==> config.mk <==
export PLATFORM = sky130hd
export DESIGN_NAME = x68k_glue_top
export DESIGN_NICKNAME = d
export VERILOG_FILES = /design/src/source/x68k_glue_pkg.sv /design/src/source/x68k_audio_mix.sv /design/src/source/x68k_glue_top.sv /design/src/source/x68k_mt32_display.sv /design/src/source/x68k_reset_loader.sv /design/src/source/x68k_status_regs.sv
export SDC_FILE = /design/constraint.sdc
export NUM_CORES = 1
export LEC_CHECK = 0
export BUFFER_PORTS_ARGS = -buffer_cell sky130_fd_sc_hd__buf_4
export CAP_MARGIN = 25
export CORE_MARGIN = 2
export CORE_UTILIZATION = 30
export CTS_BUF_LIST = sky130_fd_sc_hd__clkbuf_4 sky130_fd_sc_hd__clkbuf_8 sky130_fd_sc_hd__clkbuf_16
export CTS_CLUSTER_SIZE = 14
export DETAILED_ROUTE_END_ITERATION = 16
export PLACE_DENSITY = 0.46
export RECOVER_POWER = 100
export SYNTH_ARGS = -nofsm -noshare
export SYNTH_HDL_FRONTEND = slang
export SYNTH_SLANG_ARGS = --single-unit
export TNS_END_PERCENT = 100
==> constraint.sdc <==
create_clock -name clk_sys -period 9.39 [get_ports clk_sys]
set_input_delay 0.939 -clock clk_sys [delete_from_list [all_inputs] [get_ports clk_sys]]
set_output_delay 0.939 -clock clk_sys [all_outputs]
set_load 0.02 [all_outputs]
==> src/source/x68k_glue_pkg.sv <==
`default_nettype none

package x68k_glue_pkg;

	////////////////////////////////////////////////////////////////////////////
	// Shared types
	////////////////////////////////////////////////////////////////////////////

	// Menu status word from the host
	typedef logic [63:0] status_t;
	// Signed PCM sample
	typedef logic signed [15:0] sample_t;
	// One video colour channel
	typedef logic [7:0] chan_t;
	// Mode, ROM or soundfont byte reported by the synth
	typedef logic [7:0] mt32_code_t;
	// Index into the menu info message list
	typedef logic [3:0] info_code_t;

	// Show Info policy from the menu
	typedef enum logic [1:0] {
		INFO_OFF       = 2'd0,
		INFO_ON_CHANGE = 2'd1,
		INFO_LCD_ON    = 2'd2,
		INFO_LCD_AUTO  = 2'd3
	} info_mode_e;

	// Status word bit positions
	localparam int ST_RESET        = 0;
	localparam int ST_MT32_DISABLE = 18;
	localparam int ST_COMP_SEL     = 21;
	localparam int ST_MT32_RESET   = 40;
	// Low bit of the two-bit info policy field
	localparam int ST_INFO_LO      = 41;

	// Synth mode codes
	localparam logic [7:0] MT32_MODE_ROM = 8'hA1;
	localparam logic [7:0] MT32_MODE_SF  = 8'hA2;

	// Info message indices
	localparam logic [3:0] INFO_SF_BASE  = 4'd1;
	localparam logic [3:0] INFO_ROM_BASE = 4'd9;
	localparam logic [3:0] INFO_UNKNOWN  = 4'd12;

	// LCD hold time in clk_sys cycles
	localparam logic [31:0] LCD_HOLD_DEFAULT = 32'd180_000_000;

	////////////////////////////////////////////////////////////////////////////
	// Compressor curves
	////////////////////////////////////////////////////////////////////////////

	// Soft curve
	localparam logic [15:0] COMP_A1 = 16'd2;
	localparam logic [15:0] COMP_F1 = 16'd4;
	localparam logic [15:0] COMP_X1 = 16'((32767 * (COMP_F1 - 1)) / (COMP_F1 * COMP_A1 - 1) + 1);
	localparam logic [15:0] COMP_B1 = 16'(COMP_X1 * COMP_A1);

	// Hard curve
	localparam logic [15:0] COMP_A2 = 16'd4;
	localparam logic [15:0] COMP_F2 = 16'd8;
	localparam logic [15:0] COMP_X2 = 16'((32767 * (COMP_F2 - 1)) / (COMP_F2 * COMP_A2 - 1) + 1);
	localparam logic [15:0] COMP_B2 = 16'(COMP_X2 * COMP_A2);

endpackage

`default_nettype wire

==> src/source/x68k_audio_mix.sv <==
`default_nettype none

module x68k_audio_mix (
	input  wire                     clk_sys,
	input  wire                     rst_n,
	input  x68k_glue_pkg::sample_t  core_l,
	input  x68k_glue_pkg::sample_t  core_r,
	input  x68k_glue_pkg::sample_t  mt32_l,
	input  x68k_glue_pkg::sample_t  mt32_r,
	input  wire                     mt32_available,
	input  wire                     mt32_disable,
	input  wire                     comp_sel,
	output x68k_glue_pkg::sample_t  audio_l,
	output x68k_glue_pkg::sample_t  audio_r
);

	// Add two samples and clamp to the 16-bit range
	function automatic x68k_glue_pkg::sample_t sat_add(
		input x68k_glue_pkg::sample_t a,
		input x68k_glue_pkg::sample_t b
	);
		logic signed [16:0] sum;
		sum = {a[15], a} + {b[15], b};
		// Top two bits differ on overflow
		if (sum[16] != sum[15]) begin
			return {sum[16], {15{~sum[16]}}};
		end
		return sum[15:0];
	endfunction

	// Two-segment compression on magnitude with the sign put back after
	function automatic x68k_glue_pkg::sample_t compress(
		input x68k_glue_pkg::sample_t s,
		input logic                   sel
	);
		logic [15:0] mag;
		logic [15:0] res;
		mag = s[15] ? 16'(~s + 16'd1) : 16'(s);
		if (!sel) begin
			res = (mag < x68k_glue_pkg::COMP_X1) ? 16'(mag * x68k_glue_pkg::COMP_A1) :
				16'((mag - x68k_glue_pkg::COMP_X1) / x68k_glue_pkg::COMP_F1
				+ x68k_glue_pkg::COMP_B1);
		end else begin
			res = (mag < x68k_glue_pkg::COMP_X2) ? 16'(mag * x68k_glue_pkg::COMP_A2) :
				16'((mag - x68k_glue_pkg::COMP_X2) / x68k_glue_pkg::COMP_F2
				+ x68k_glue_pkg::COMP_B2);
		end
		// Top of the curve lands a few counts past full scale
		if (res > 16'd32767) begin
			res = 16'd32767;
		end
		return s[15] ? x68k_glue_pkg::sample_t'(~res + 16'd1) : x68k_glue_pkg::sample_t'(res);
	endfunction

	// Synth muted by the menu while it is present
	logic                   mute;
	x68k_glue_pkg::sample_t syn_l;
	x68k_glue_pkg::sample_t syn_r;

	// Stage 1 results
	x68k_glue_pkg::sample_t mix_l;
	x68k_glue_pkg::sample_t mix_r;
	// Curve select travels with its sample pair
	logic                   mix_sel;

	assign mute  = mt32_available & mt32_disable;
	assign syn_l = mute ? '0 : mt32_l;
	assign syn_r = mute ? '0 : mt32_r;

	////////////////////////////////////////////////////////////////////////////
	// Stage 1 mix and stage 2 compress
	////////////////////////////////////////////////////////////////////////////

	always_ff @(posedge clk_sys) begin
		if (!rst_n) begin
			mix_l   <= '0;
			mix_r   <= '0;
			mix_sel <= 1'b0;
			audio_l <= '0;
			audio_r <= '0;
		end else begin
			mix_l   <= sat_add(core_l, syn_l);
			mix_r   <= sat_add(core_r, syn_r);
			mix_sel <= comp_sel;
			audio_l <= compress(mix_l, mix_sel);
			audio_r <= compress(mix_r, mix_sel);
		end
	end

endmodule

`default_nettype wire

==> src/source/x68k_glue_top.sv <==
`default_nettype none

module x68k_glue_top #(
	parameter logic [31:0] LCD_HOLD = x68k_glue_pkg::LCD_HOLD_DEFAULT
) (
	input  wire                        clk_sys,
	input  wire                        rst_n,
	// Host menu
	input  x68k_glue_pkg::status_t     status,
	input  wire                        user_button,
	// Host download
	input  wire                        ioctl_download,
	input  wire                        ioctl_wr,
	output logic                       ioctl_wait,
	// Core loader and reset
	input  wire                        ldr_ack,
	output logic                       ldr_wr,
	output logic                       ldr_aen,
	output logic                       ldr_done,
	output logic                       core_rst_n,
	// Audio
	input  x68k_glue_pkg::sample_t     core_l,
	input  x68k_glue_pkg::sample_t     core_r,
	input  x68k_glue_pkg::sample_t     mt32_l,
	input  x68k_glue_pkg::sample_t     mt32_r,
	output x68k_glue_pkg::sample_t     audio_l,
	output x68k_glue_pkg::sample_t     audio_r,
	// Synth status and LCD
	input  wire                        mt32_available,
	input  wire                        mt32_newmode,
	input  x68k_glue_pkg::mt32_code_t  mt32_mode,
	input  x68k_glue_pkg::mt32_code_t  mt32_rom,
	input  x68k_glue_pkg::mt32_code_t  mt32_sf,
	input  wire                        lcd_update,
	input  wire                        lcd_en,
	input  wire                        lcd_pix,
	output logic                       mt32_rst,
	output logic                       info_req,
	output x68k_glue_pkg::info_code_t  info_disp,
	// Video
	input  x68k_glue_pkg::chan_t       red_in,
	input  x68k_glue_pkg::chan_t       green_in,
	input  x68k_glue_pkg::chan_t       blue_in,
	output x68k_glue_pkg::chan_t       red,
	output x68k_glue_pkg::chan_t       green,
	output x68k_glue_pkg::chan_t       blue
);

	// Decoded status fields
	logic                      reset_req;
	logic                      init_done;
	logic                      mt32_disable;
	logic                      comp_sel;
	x68k_glue_pkg::info_mode_e info_mode;

	x68k_status_regs u_status (
		.clk_sys, .rst_n, .status, .user_button,
		.reset_req, .init_done, .mt32_disable, .comp_sel, .mt32_rst, .info_mode
	);

	x68k_reset_loader u_loader (
		.clk_sys, .rst_n, .reset_req, .init_done,
		.ioctl_download, .ioctl_wr, .ldr_ack,
		.core_rst_n, .ldr_wr, .ldr_aen, .ldr_done
	);

	// Host holds its next byte while the core write is pending
	assign ioctl_wait = ldr_wr;

	x68k_audio_mix u_audio (
		.clk_sys, .rst_n, .core_l, .core_r, .mt32_l, .mt32_r,
		.mt32_available, .mt32_disable, .comp_sel, .audio_l, .audio_r
	);

	x68k_mt32_display #(.LCD_HOLD(LCD_HOLD)) u_display (
		.clk_sys, .rst_n, .mt32_newmode, .lcd_update, .lcd_en, .lcd_pix,
		.mt32_mode, .mt32_rom, .mt32_sf, .info_mode,
		.red_in, .green_in, .blue_in,
		.info_req, .info_disp, .red, .green, .blue
	);

endmodule

`default_nettype wire

==> src/source/x68k_mt32_display.sv <==
`default_nettype none

module x68k_mt32_display #(
	parameter logic [31:0] LCD_HOLD = x68k_glue_pkg::LCD_HOLD_DEFAULT
) (
	input  wire                        clk_sys,
	input  wire                        rst_n,
	input  wire                        mt32_newmode,
	input  wire                        lcd_update,
	input  wire                        lcd_en,
	input  wire                        lcd_pix,
	input  x68k_glue_pkg::mt32_code_t  mt32_mode,
	input  x68k_glue_pkg::mt32_code_t  mt32_rom,
	input  x68k_glue_pkg::mt32_code_t  mt32_sf,
	input  x68k_glue_pkg::info_mode_e  info_mode,
	input  x68k_glue_pkg::chan_t       red_in,
	input  x68k_glue_pkg::chan_t       green_in,
	input  x68k_glue_pkg::chan_t       blue_in,
	output logic                       info_req,
	output x68k_glue_pkg::info_code_t  info_disp,
	output x68k_glue_pkg::chan_t       red,
	output x68k_glue_pkg::chan_t       green,
	output x68k_glue_pkg::chan_t       blue
);

	// LCD pixel doubled into the two top bits of a channel
	function automatic x68k_glue_pkg::chan_t overlay(
		input x68k_glue_pkg::chan_t c,
		input logic                 pix
	);
		return {{2{pix}}, c[7:2]};
	endfunction

	logic        newmode_prev;
	logic        update_prev;
	logic        lcd_on;
	logic        lcd_show;
	// Cycles left before the auto LCD turns off
	logic [31:0] hold_cnt;

	////////////////////////////////////////////////////////////////////////////
	// Info message
	////////////////////////////////////////////////////////////////////////////

	// Message index from the current synth mode
	always_ff @(posedge clk_sys) begin
		if (mt32_mode == x68k_glue_pkg::MT32_MODE_SF) begin
			info_disp <= x68k_glue_pkg::INFO_SF_BASE + 4'(mt32_sf[2:0]);
		end else if (mt32_mode == x68k_glue_pkg::MT32_MODE_ROM && mt32_rom < 8'd3) begin
			info_disp <= x68k_glue_pkg::INFO_ROM_BASE + 4'(mt32_rom[1:0]);
		end else begin
			info_disp <= x68k_glue_pkg::INFO_UNKNOWN;
		end
	end

	// Pop the message on every mode change when the menu asks for it
	always_ff @(posedge clk_sys) begin
		if (!rst_n) begin
			newmode_prev <= 1'b0;
			info_req     <= 1'b0;
		end else begin
			newmode_prev <= mt32_newmode;
			info_req     <= (newmode_prev ^ mt32_newmode) &&
				(info_mode == x68k_glue_pkg::INFO_ON_CHANGE);
		end
	end

	////////////////////////////////////////////////////////////////////////////
	// LCD on/off
	////////////////////////////////////////////////////////////////////////////

	always_ff @(posedge clk_sys) begin
		if (!rst_n) begin
			update_prev <= 1'b0;
			hold_cnt    <= '0;
			lcd_on      <= 1'b0;
		end else begin
			update_prev <= lcd_update;
			if (hold_cnt != '0) begin
				hold_cnt <= hold_cnt - 32'd1;
			end
			case (info_mode)
				x68k_glue_pkg::INFO_LCD_ON: lcd_on <= 1'b1;
				x68k_glue_pkg::INFO_LCD_AUTO: begin
					if (hold_cnt == '0) begin
						lcd_on <= 1'b0;
					end
					// Fresh LCD content restarts the hold time
					if (update_prev ^ lcd_update) begin
						lcd_on   <= 1'b1;
						hold_cnt <= LCD_HOLD;
					end
				end
				default: lcd_on <= 1'b0;
			endcase
		end
	end

	////////////////////////////////////////////////////////////////////////////
	// Video overlay
	////////////////////////////////////////////////////////////////////////////

	assign lcd_show = lcd_on & lcd_en;

	always_ff @(posedge clk_sys) begin
		red   <= lcd_show ? overlay(red_in, lcd_pix) : red_in;
		green <= lcd_show ? overlay(green_in, lcd_pix) : green_in;
		blue  <= lcd_show ? overlay(blue_in, lcd_pix) : blue_in;
	end

endmodule

`default_nettype wire

==> src/source/x68k_reset_loader.sv <==
`default_nettype none

module x68k_reset_loader (
	input  wire  clk_sys,
	input  wire  rst_n,
	input  wire  reset_req,
	input  wire  init_done,
	input  wire  ioctl_download,
	input  wire  ioctl_wr,
	input  wire  ldr_ack,
	output logic core_rst_n,
	output logic ldr_wr,
	output logic ldr_aen,
	output logic ldr_done
);

	// Set once the first download starts
	logic boot_ok;
	// Previous levels for edge detect
	logic download_prev;
	logic ack_prev;

	logic download_rise;
	logic download_fall;
	logic ack_rise;

	assign download_rise = ioctl_download & ~download_prev;
	assign download_fall = download_prev & ~ioctl_download;
	assign ack_rise      = ldr_ack & ~ack_prev;

	always_ff @(posedge clk_sys) begin
		if (!rst_n) begin
			download_prev <= 1'b0;
			ack_prev      <= 1'b0;
		end else begin
			download_prev <= ioctl_download;
			ack_prev      <= ldr_ack;
		end
	end

	////////////////////////////////////////////////////////////////////////////
	// Core reset
	////////////////////////////////////////////////////////////////////////////

	// Core stays in reset until host init is done and a boot image has begun
	always_ff @(posedge clk_sys) begin
		if (!rst_n) begin
			boot_ok    <= 1'b0;
			core_rst_n <= 1'b0;
		end else begin
			if (download_rise) begin
				boot_ok <= 1'b1;
			end
			core_rst_n <= boot_ok & ~(reset_req | ~init_done);
		end
	end

	////////////////////////////////////////////////////////////////////////////
	// Download write exchange
	////////////////////////////////////////////////////////////////////////////

	// Write strobe held until the core acknowledges the byte
	// A new host strobe wins over a same-cycle acknowledge
	always_ff @(posedge clk_sys) begin
		if (!rst_n) begin
			ldr_wr <= 1'b0;
		end else begin
			if (ack_rise && ldr_wr) begin
				ldr_wr <= 1'b0;
			end
			if (ioctl_wr && !ldr_done) begin
				ldr_wr <= 1'b1;
			end
		end
	end

	// End of the first download closes the loader for good
	always_ff @(posedge clk_sys) begin
		if (!rst_n) begin
			ldr_done <= 1'b0;
		end else if (download_fall) begin
			ldr_done <= 1'b1;
		end
	end

	// Address enable only while the first download runs
	assign ldr_aen = ioctl_download & ~ldr_done;

endmodule

`default_nettype wire

==> src/source/x68k_status_regs.sv <==
`default_nettype none

module x68k_status_regs (
	input  wire                        clk_sys,
	input  wire                        rst_n,
	input  x68k_glue_pkg::status_t     status,
	input  wire                        user_button,
	output logic                       reset_req,
	output logic                       init_done,
	output logic                       mt32_disable,
	output logic                       comp_sel,
	output logic                       mt32_rst,
	output x68k_glue_pkg::info_mode_e  info_mode
);

	// Registered copy of the host word
	x68k_glue_pkg::status_t status_q;
	logic                   button_q;
	// Previous menu reset bit for falling edge detect
	logic                   st_reset_prev;

	////////////////////////////////////////////////////////////////////////////
	// Input registers
	////////////////////////////////////////////////////////////////////////////

	always_ff @(posedge clk_sys) begin
		if (!rst_n) begin
			status_q      <= '0;
			button_q      <= 1'b0;
			st_reset_prev <= 1'b0;
		end else begin
			status_q      <= status;
			button_q      <= user_button;
			st_reset_prev <= status_q[x68k_glue_pkg::ST_RESET];
		end
	end

	// First release of the menu reset marks the end of host init
	// Sticky until the next rst_n
	always_ff @(posedge clk_sys) begin
		if (!rst_n) begin
			init_done <= 1'b0;
		end else if (st_reset_prev && !status_q[x68k_glue_pkg::ST_RESET]) begin
			init_done <= 1'b1;
		end
	end

	////////////////////////////////////////////////////////////////////////////
	// Field decode
	////////////////////////////////////////////////////////////////////////////

	// Menu reset or the board button
	assign reset_req = status_q[x68k_glue_pkg::ST_RESET] | button_q;

	assign mt32_disable = status_q[x68k_glue_pkg::ST_MT32_DISABLE];
	assign comp_sel     = status_q[x68k_glue_pkg::ST_COMP_SEL];

	// Synth reset also follows any core reset request
	assign mt32_rst = status_q[x68k_glue_pkg::ST_MT32_RESET] | reset_req;

	assign info_mode = x68k_glue_pkg::info_mode_e'(status_q[x68k_glue_pkg::ST_INFO_LO +: 2]);

endmodule

`default_nettype wire

* After elaboration in Yosys (flattened, before gate mapping)
Index checks and enable logic that the tools add are counted.
** Storage, ports and cells
- Register bits :: 181
- Bits of input ports :: 187
- Output and inout bits :: 67
- Word-level logic and storage cells :: 129
** Cells by class
- Add/subtract/negate cells :: 17
- Order comparisons :: 7
- Equality and inequality tests :: 8
- Multiplexer cells :: 39
- Bitwise logic cells :: 24
- Reduce and logical (&&, ||, !) cells :: 10
** Operators by type and width (count)
- 2-to-1 mux 16 bit :: 22
- 2-to-1 mux 32 bit :: 3
- adder 16 x 1 -> 16 bit (second input constant) :: 4
- inverter 16 bit :: 4
- adder 16 x 16 -> 17 bit :: 2
- adder 13 x 15 -> 16 bit (second input constant) :: 2
- adder 14 x 15 -> 16 bit (second input constant) :: 2
- > comparator 16 x 15 -> 1 bit (second input constant) :: 2
- zero test 32 bit :: 1
- < comparator 16 x 13 -> 1 bit (second input constant) :: 2
- < comparator 16 x 14 -> 1 bit (second input constant) :: 2
- nonzero test 32 bit :: 1
- subtractor 16 x 13 -> 16 bit (second input constant) :: 2
- subtractor 16 x 14 -> 16 bit (second input constant) :: 2
- subtractor 32 x 1 -> 32 bit (second input constant) :: 1
- 2-to-1 mux 8 bit :: 3
- == test 8 bit (second input constant) :: 2
- < comparator 8 x 2 -> 1 bit (second input constant) :: 1
- 2-to-1 mux 1 bit :: 8
- 2-to-1 mux 4 bit :: 2
- inverter 1 bit :: 8
- bitwise AND 1 bit :: 7
- logical AND 1 bit :: 5
- adder 1 x 3 -> 4 bit (first input constant) :: 1
- 10 further kinds :: 16

* Depth between registers and ports, before layout
Gate-level depths: netlist (run 1).
- Depth after elaboration :: 14
- Depth in mapped cells :: 24
- Mapped depth without buffers :: 23

* By module
Synthesis (run 1) repeated with hierarchy kept, for this count alone.
** Unflattened totals
- Cells, all modules :: 1579
- Area, all modules :: 12564.6 µm²
** Modules (own cells, without submodules)
- x68k_audio_mix :: times used 1, cells each 1260, area an instance 9386.5 µm², seq. area each 1301.2 µm²
- x68k_mt32_display :: times used 1, cells each 277, area an instance 2696.3 µm², seq. area each 1281.2 µm²
- x68k_status_regs :: times used 1, cells each 23, area an instance 272.8 µm², seq. area each 180.2 µm²
- x68k_reset_loader :: times used 1, cells each 18, area an instance 201.4 µm², seq. area each 120.1 µm²
- x68k_glue_top :: times used 1, cells each 1, area an instance 7.5 µm², seq. area each 0.0 µm²

* Worst setup path before layout (run 1)
Ideal clock, no wire load.
- Path type :: register to register
- Start :: reg u_audio.mix_r[15]
- End :: reg u_audio.audio_r[8]
- Setup time :: 0.128 ns
- Arrival :: 5.495 ns
- Data required time :: 9.262 ns
- Path slack :: 3.767 ns
- Cell stages (with the launch flop) :: 22
- Cells stage by stage :: dfxtp_1 > clkbuf_1 > clkbuf_1 > clkbuf_1 > nand2_1 > xnor2_1 > ha_1 > nand2_1 > o21ai_1 > o211a_1 > o211a_1 > o21ai_0 > a2111oi_1 > nor3_1 > or4_1 > a221oi_1 > ha_1 > and3_1 > nand3_1 > mux2_2 > a22oi_1 > nor2_1
** On the way
- Longest elaborated chain between the ends :: 14
- Elaborated cells between the ends (all ways) :: 19
** Ends and longest elaborated chain
- start, declared :: line x68k_audio_mix.sv:62 : x68k_glue_pkg::sample_t mix_r;
- start signal, assigned :: line x68k_audio_mix.sv:83 : mix_r <= sat_add(core_r, syn_r);
- inverter 16 bit :: line x68k_audio_mix.sv:38 : mag = s[15] ? 16'(~s + 16'd1) : 16'(s);
- adder 16 x 1 -> 16 bit :: line x68k_audio_mix.sv:38
- 2-to-1 mux 16 bit :: line x68k_audio_mix.sv:38
- subtractor 16 x 13 -> 16 bit / subtractor 16 x 14 -> 16 bit (equally long branches) :: line x68k_audio_mix.sv:45, x68k_audio_mix.sv:41
- adder 13 x 15 -> 16 bit / adder 14 x 15 -> 16 bit (equally long branches) :: line x68k_audio_mix.sv:46, x68k_audio_mix.sv:42
- 2-to-1 mux 16 bit, on equally long branches :: line x68k_audio_mix.sv:44, x68k_audio_mix.sv:40
- 2-to-1 mux 16 bit :: line x68k_audio_mix.sv:39 : if (!sel) begin
- 2-to-1 mux 16 bit :: line x68k_audio_mix.sv:75 : if (!rst_n) begin
- > comparator 16 x 15 -> 1 bit :: line x68k_audio_mix.sv:49 : if (res > 16'd32767) begin
- 2-to-1 mux 16 bit :: line x68k_audio_mix.sv:49
- 2-to-1 mux 16 bit :: line x68k_audio_mix.sv:75
- inverter 16 bit :: line x68k_audio_mix.sv:52 : return s[15] ? x68k_glue_pkg::sample_t'(~res + 16'd1) : x68k_glue_pkg::sample_t'(res);
- adder 16 x 1 -> 16 bit :: line x68k_audio_mix.sv:52
- 2-to-1 mux 16 bit * :: line x68k_audio_mix.sv:52
- end signal, assigned :: line x68k_audio_mix.sv:86 : audio_r <= compress(mix_r, mix_sel);
- end, declared :: line x68k_audio_mix.sv:14 : output x68k_glue_pkg::sample_t audio_r
Mark *: on every way between the ends. The rest lies on a longest branch, timed or not. The select of a mux whose other input is x is not followed.
A chain may end at the register's enable or synchronous reset.

* Final worst setup path (run 1)
- Start :: reg u_audio.mix_l[15]
- End :: reg u_audio.audio_l[14]
** On the way
- Longest elaborated chain between the ends :: 14
- Elaborated cells between the ends (all ways) :: 19
** Ends and longest elaborated chain
- start, declared :: line x68k_audio_mix.sv:61 : x68k_glue_pkg::sample_t mix_l;
- start signal, assigned :: line x68k_audio_mix.sv:82 : mix_l <= sat_add(core_l, syn_l);
- inverter 16 bit :: line x68k_audio_mix.sv:38
- adder 16 x 1 -> 16 bit :: line x68k_audio_mix.sv:38
- 2-to-1 mux 16 bit :: line x68k_audio_mix.sv:38
- subtractor 16 x 13 -> 16 bit / subtractor 16 x 14 -> 16 bit (equally long branches) :: line x68k_audio_mix.sv:45, x68k_audio_mix.sv:41
- adder 13 x 15 -> 16 bit / adder 14 x 15 -> 16 bit (equally long branches) :: line x68k_audio_mix.sv:46, x68k_audio_mix.sv:42
- 2-to-1 mux 16 bit, on equally long branches :: line x68k_audio_mix.sv:44, x68k_audio_mix.sv:40
- 2-to-1 mux 16 bit :: line x68k_audio_mix.sv:39
- 2-to-1 mux 16 bit :: line x68k_audio_mix.sv:75
- > comparator 16 x 15 -> 1 bit :: line x68k_audio_mix.sv:49
- 2-to-1 mux 16 bit :: line x68k_audio_mix.sv:49
- 2-to-1 mux 16 bit :: line x68k_audio_mix.sv:75
- inverter 16 bit :: line x68k_audio_mix.sv:52
- adder 16 x 1 -> 16 bit :: line x68k_audio_mix.sv:52
- 2-to-1 mux 16 bit * :: line x68k_audio_mix.sv:52
- end signal, assigned :: line x68k_audio_mix.sv:85 : audio_l <= compress(mix_l, mix_sel);
- end, declared :: line x68k_audio_mix.sv:13 : output x68k_glue_pkg::sample_t audio_l,
Marks and branches as above.

==> run summary, run 1 <==
status: finished, violations left
failing checks: capacitance limit, slew limit
max cap viols: 2
setup violators final: 0
Final Cell Area: 14,440 sq um
Syn Std Cell Area: 12,240 sq um
WL/cell: 16.76 um
commonest non-fill, non-tap cell in the layout: nor2_1
period utilization: 0.8199
hold_buf cts: 0
count of input and output buffers: 190
WP data arrival: 8070 ps
IO Count: 254
DR vias: 12,369
Total GRT Usage: 0.1764
slowest stage delay, CP: 1550 ps
diode count: 0
Final Skew: 10.95 ps
kind of critical path: register to register
RSZ-0062 raised after global routing: false
initial core utilization: 0.3019
WP buf/inv: 2
DRT iter0 DRCs: 847
HP Class: register to register
Mapped Cells: 1,607
Clock Path Buffers: 2
die outline width: 206.0 um
Area after DPL: 14,150 sq um
total wire length: 38,490 um
vias in the first global route: 11,323
CTS tree: yes
Setup Total Neg Slack: 0 ps
sequential share of the synthesized area: 0.2355
Max transition margin: -0.5338
worst path cell trace: inv_1 -> nor3_1 -> or2_2 -> ha_1 -> inv_1 -> nor2_1 -> o211ai_1 -> a21o_1 -> xnor2_1 -> nor3_1 -> or4b_1 -> a31oi_1 -> a21boi_0 -> ha_1 -> o21a_1 -> nand3b_1 -> or4b_1 -> or4_1 -> nand3_1
crit-path leading delay family: simple AND/OR/NAND/NOR gates
clock sinks: 144
Total Die Area: 42,440 sq um
Yosys Warn Count: 0
cell row count: 74
Worst EP required: 9760 ps
combinational power share: 0.564
gpl congestion: 0.8869
Clock transition at path regs: 60 ps
Tmin final: 7699 ps
worst hold start: u_status.button_q
Psw: 1.648 mW
H-tree depth: 4
worst-path fanout max: 28
DRC Markers: 0
crit path from: u_audio.mix_l[15]
post-synthesis async set-or-reset flop share: 0
total gr overflow: 0
synthesized flop and latch total: 144
Total Nets Final: 1,990
Synth-to-Final Area Change: 17.96%
leakage: 5.705 nW
Sw Ratio: 0.4685
Hold Slack: 412.5 ps
most frequent cells in the layout: nor2_1 (148), dfxtp_1 (143), buf_4 (138)
VDD IR max: 0.0001288 V
via-per-instance ratio: 5.387
Synth Area per Inst: 7.618 sq um
Die Y: 206.0 um
measured slew at the worst slew-check pin: 2301 ps
internal power: 1.870 mW
EDFF count, synth: 0
sequential power share: 0.248
HPWL after DPL: 29,460 um
endpoints failing hold: 0
Primary FF master, synth: dfxtp_1
Synth area leaders: dfxtp_1 (24%), xnor2_1 (5.5%), ha_1 (5.1%), nor2_1 (4.5%), a21oi_1 (4.2%)
Synth cell types: 95
drt pass-1 iters: 5
number of CTS-inserted buffers: 17
share of the synthesized area in the top cell type: 0.2355
area of the core: 40,550 sq um
Setup crit end kind: register
layout cells sized above 1: 0.1338
post_cts resized: 0
initial antenna violation count: 0
CTS root buf: clkbuf_16
reg2reg start: u_audio.mix_l[15]
Detail Route Antenna Nets: 0
slowest stage cell, crit path: a31oi_1
Synthesized Nets: 1,846
largest net degree at the start of global routing: 59
Pins Over Slew Limit: 77
first-pass GRT wire length: 60,520 um
clk_lat worst skew: 440 ps
area leader, netlist: dfxtp_1
crit start category: register
Max Clk Rate: 129.9 MHz
clock power share: 0.187
PD cells: 243.6 nW/um^2
setup bufs post-CTS: 0
[flip-flops by register name, summed over array words and instances (netlist names), 4 cells and up]
signal / cells
u_audio.audio_l: 16
u_audio.audio_r: 16
u_audio.mix_l: 16
u_audio.mix_r: 16
u_display.blue: 8
u_display.green: 8
u_display.hold_cnt: 32
u_display.info_disp: 4
u_display.red: 8
u_status.status_q: 6
[power groups by stage]
stage	Clock (mW)	Combinational [mW]	Sequential, mW
after floorplan	0	1.43	0.904
after global placement	0	2.01	0.885
after detailed placement	0	2.01	0.889
after CTS	0.683	2.02	0.875
after global routing	0.708	2.20	0.896
final	0.659	1.98	0.873
[synthesized netlist by cell type, types with 6 or more instances]
cell type,instances
xnor2_1,77
a2111oi_0,10
nand2b_1,19
a32oi_1,8
nor3b_1,8
and2_1,51
a211oi_1,24
o2111ai_1,7
mux2_2,26
a21boi_0,8
or2_2,9
ha_1,50
nand3_1,51
o211ai_1,36
and3_1,19
nor4_1,19
o22ai_1,9
nor2_1,148
nand2_1,126
clkbuf_1,78
mux2i_1,24
a21oi_1,103
nand4_1,16
or4_1,11
a21o_1,45
inv_1,55
a31oi_1,24
nand3b_1,7
o21ai_1,9
o31ai_1,15
o211a_1,9
dfxtp_1,144
o21ai_0,64
a221oi_1,6
nor2b_1,18
o311ai_0,6
o21a_1,13
or3_1,27
nor3_1,66
xor2_1,34
[cells by family (layout without fill, tap and decap cells)]
family / count (synthesis) / after routing / share of synthesized area
AO/OA/AOI/OAI: 486 / 486 / 0.2836
XOR/XNOR: 111 / 111 / 0.07942
adder cells (fa/ha/maj): 52 / 52 / 0.05437
buffers and inverters: 143 / 300 / 0.04456
flip-flops: 144 / 144 / 0.2355
multiplexers: 50 / 50 / 0.04354
AND/OR/NAND/NOR: 621 / 621 / 0.2590
[worst reg2reg max path, cell delays in order (launching register included)]
cell      delay (ps)
dfxtp_1          740
inv_1            500
nor3_1           560
or2_2            220
ha_1             210
inv_1             70
nor2_1           360
o211ai_1         230
a21o_1           290
xnor2_1          270
nor3_1           160
or4b_1           490
a31oi_1         1550
a21boi_0         390
ha_1             220
o21a_1           210
nand3b_1          90
or4b_1           510
or4_1            480
nand3_1           90
[final timing paths]
path	to	slack, ps	cells after the start
worst max register to register	u_audio.audio_l[14]	1690	19
worst max-delay path	u_audio.audio_l[14]	1690	19
worst min register to register	u_loader.core_rst_n	410	1
worst min-delay path	u_loader.core_rst_n	410	1
[cell type report]
type	count	area [sq um]
inverters	56	210.2
fillers	4336	26110
flip-flops and latches	144	2884
well taps	532	665.6
clock inverters	12	110.1
repair buffers	212	1325
clock buffers	20	447.9
multi-input cells	1320	8797
[per-stage QoR]
| stage | power (mW) | utilization | instances | setup WS (ps) |
|---|---|---|---|---|
| 5_1_grt | 3.803 | 0.3561 | 2296 | 1022 |
| 3_5_place_dp | 2.894 | 0.3489 | 2262 | 2641 |
| 3_3_place_gp | 2.893 | 0.3489 | 2262 | 2757 |
| 4_1_cts | 3.579 | 0.3627 | 2294 | 2607 |
| 6_report | 3.517 | 0.3561 | 2296 | 1691 |
| 2_1_floorplan | 2.334 | - | 1607 | 3767 |
[per-layer routing]
layer / wire (um) / share of wire / vias up / global-route usage
met2: 16460 / 0.43 / 368 / 0.2674
met4: 419 / 0.011 / 0 / 0.04311
li1: - / - / 6269 / -
met5: 0 / 0 / - / 0
met1: 19370 / 0.50 / 5711 / 0.2562
met3: 2238 / 0.058 / 21 / 0.03154
Power figures use the tool's default switching activity.
==> run 2: changes to the inputs <==
Settings changed: PLACE_DENSITY 0.46 to 0.48.
Clock period 9.39 ns to 6.2 ns, I/O delays scaled along.
==> run summary, run 2 (synthesis gave the netlist of run 1 again) <==
via-per-instance ratio: 5.401
most frequent cells in the layout: buf_4 (179), nor2_1 (148), dfxtp_1 (144)
leakage: 5.913 nW
endpoints failing hold: 0
drt pass-1 iters: 5
worst-path fanout max: 8
worst path cell trace: o31ai_1 -> xnor2_1 -> ha_1 -> inv_1 -> nor2_1 -> o211ai_1 -> a21o_1 -> xnor2_1 -> nor3_1 -> or4b_1 -> a31oi_4 -> a21boi_0 -> ha_1 -> o21a_1 -> nand3b_1 -> or4b_1 -> or4_1 -> nand3_1
CTS root buf: clkbuf_16
DRT iter0 DRCs: 850
Detail Route Antenna Nets: 0
PD cells: 371.4 nW/um^2
H-tree depth: 4
CTS tree: yes
Multi-input gate area: 8813 sq um
IO Count: 254
initial core utilization: 0.3019
Placed Cells: 2,308
post_cts resized: 0
sequential power share: 0.240
HP Class: input pin to register
number of CTS-inserted buffers: 17
initial antenna violation count: 0
DR vias: 12,639
HPWL after DPL: 30,710 um
crit-path leading delay family: simple AND/OR/NAND/NOR gates
internal power: 2.932 mW
status: finished, violations left
kind of critical path: register to register
total wire length: 39,330 um
Clock transition at path regs: 70 ps
largest net degree at the start of global routing: 57
RSZ-0062 raised after global routing: false
clock sinks: 144
Clock Path Buffers: 2
setup violators final: 0
gpl congestion: 0.9103
Final Util: 0.3643
first-pass GRT wire length: 62,120 um
Tmin final: 5793 ps
layout cells sized above 1: 0.1527
Total GRT Usage: 0.1811
measured slew at the worst slew-check pin: 2551 ps
vias in the first global route: 11,664
setup bufs post-CTS: 0
VDD IR max: 0.0002052 V
die outline width: 206.0 um
failing checks: capacitance limit, slew limit
period utilization: 0.9344
FF/Latch Area: 2883 sq um
clock power share: 0.185
number of flip-flops in the largest register: 32
Final Skew: 10.54 ps
combinational power share: 0.575
Setup Total Neg Slack: 0 ps
DRC Markers: 0
count of input and output buffers: 190
Total Die Area: 42,440 sq um
Setup crit end kind: register
clk_lat worst skew: 450 ps
cell row count: 74
diode count: 0
Pins Over Slew Limit: 52
WP data arrival: 6170 ps
Max Clk Rate: 172.6 MHz
commonest non-fill, non-tap cell in the layout: buf_4
Synth-to-Final Area Change: 20.70%
Total Nets Final: 2,034
Max transition margin: -0.7004
crit start category: register
area of the core: 40,550 sq um
# fillers: 4,289
final std cells w/o fill: 2,340
WP buf/inv: 1
WL/cell: 16.81 um
total gr overflow: 0
slowest stage delay, CP: 610 ps
slowest stage cell, crit path: xnor2_1
Psw: 2.556 mW
Die Y: 206.0 um
max cap viols: 1
Worst EP required: 6580 ps
Sw Ratio: 0.4658
largest register by flop count: u_display.hold_cnt
hold_buf cts: 0
## run 2: cell types whose count changed in the layout (fill, tap and decap cells not counted), moves of 2 or more
cell / delta
buf_4: +41
clkbuf_1: +4
clkinv_4: +2
clkinvlp_4: -2
## run 2: per-layer routing
metal  track usage  share of wire  up-vias
li1              -              -     6350
met1        0.2625           0.50     5857
met2        0.2774           0.43      401
met3       0.02523          0.060       31
met4       0.05128          0.015        0
met5             0              0        -
## run 2: final timing paths
check	start	endpoint	slack, ps	cells past startpoint
hold / removal	mt32_sf[0]	u_display.info_disp[0]	380	2
setup reg to reg	u_audio.mix_l[2]	u_audio.audio_l[14]	410	18
hold reg to reg	u_status.button_q	u_loader.core_rst_n	410	1
setup / recovery	u_audio.mix_l[2]	u_audio.audio_l[14]	410	18
## run 2: worst register-to-register path: stages (launching register included)
cell and delay, ps:
dfxtp_1 480, o31ai_1 130, xnor2_1 610, ha_1 360, inv_1 70, nor2_1 390
o211ai_1 290, a21o_1 290, xnor2_1 270, nor3_1 140, or4b_1 540, a31oi_4 260
a21boi_0 310, ha_1 230, o21a_1 200, nand3b_1 80, or4b_1 510, or4_1 490
nand3_1 80
## run 2: per-stage QoR
step / hold WS [ps] / setup WS (ps) / instance area, sq um / total power [mW]
6_report: 378.3 / 406.5 / 14780 / 5.488
5_1_grt: 367.7 / 63.78 / 14780 / 5.906
3_5_place_dp: 408.9 / 496.9 / 14490 / 4.529
3_3_place_gp: 412.8 / 603.3 / 14490 / 4.525
2_1_floorplan: 391.2 / 577.2 / 12240 / 3.535
4_1_cts: 352.3 / 461.9 / 15060 / 5.579
## run 2: final cells by class
class	instances	share of cell area
clock buffer	21	0.03082
clock inverter	11	0.007283
inverter	56	0.01423
multi-input combinational	1320	0.5965
sequential	144	0.1951
tap	532	0.04505
timing repair buffer	256	0.1110
## run 2: power groups by stage
stage | Combinational [mW] | Clock, mW | Sequential (mW)
final | 3.16 | 1.01 | 1.32
after global routing | 3.47 | 1.08 | 1.35
after CTS | 3.21 | 1.05 | 1.32
after detailed placement | 3.19 | 0 | 1.34
after global placement | 3.19 | 0 | 1.33
after floorplan | 2.17 | 0 | 1.37
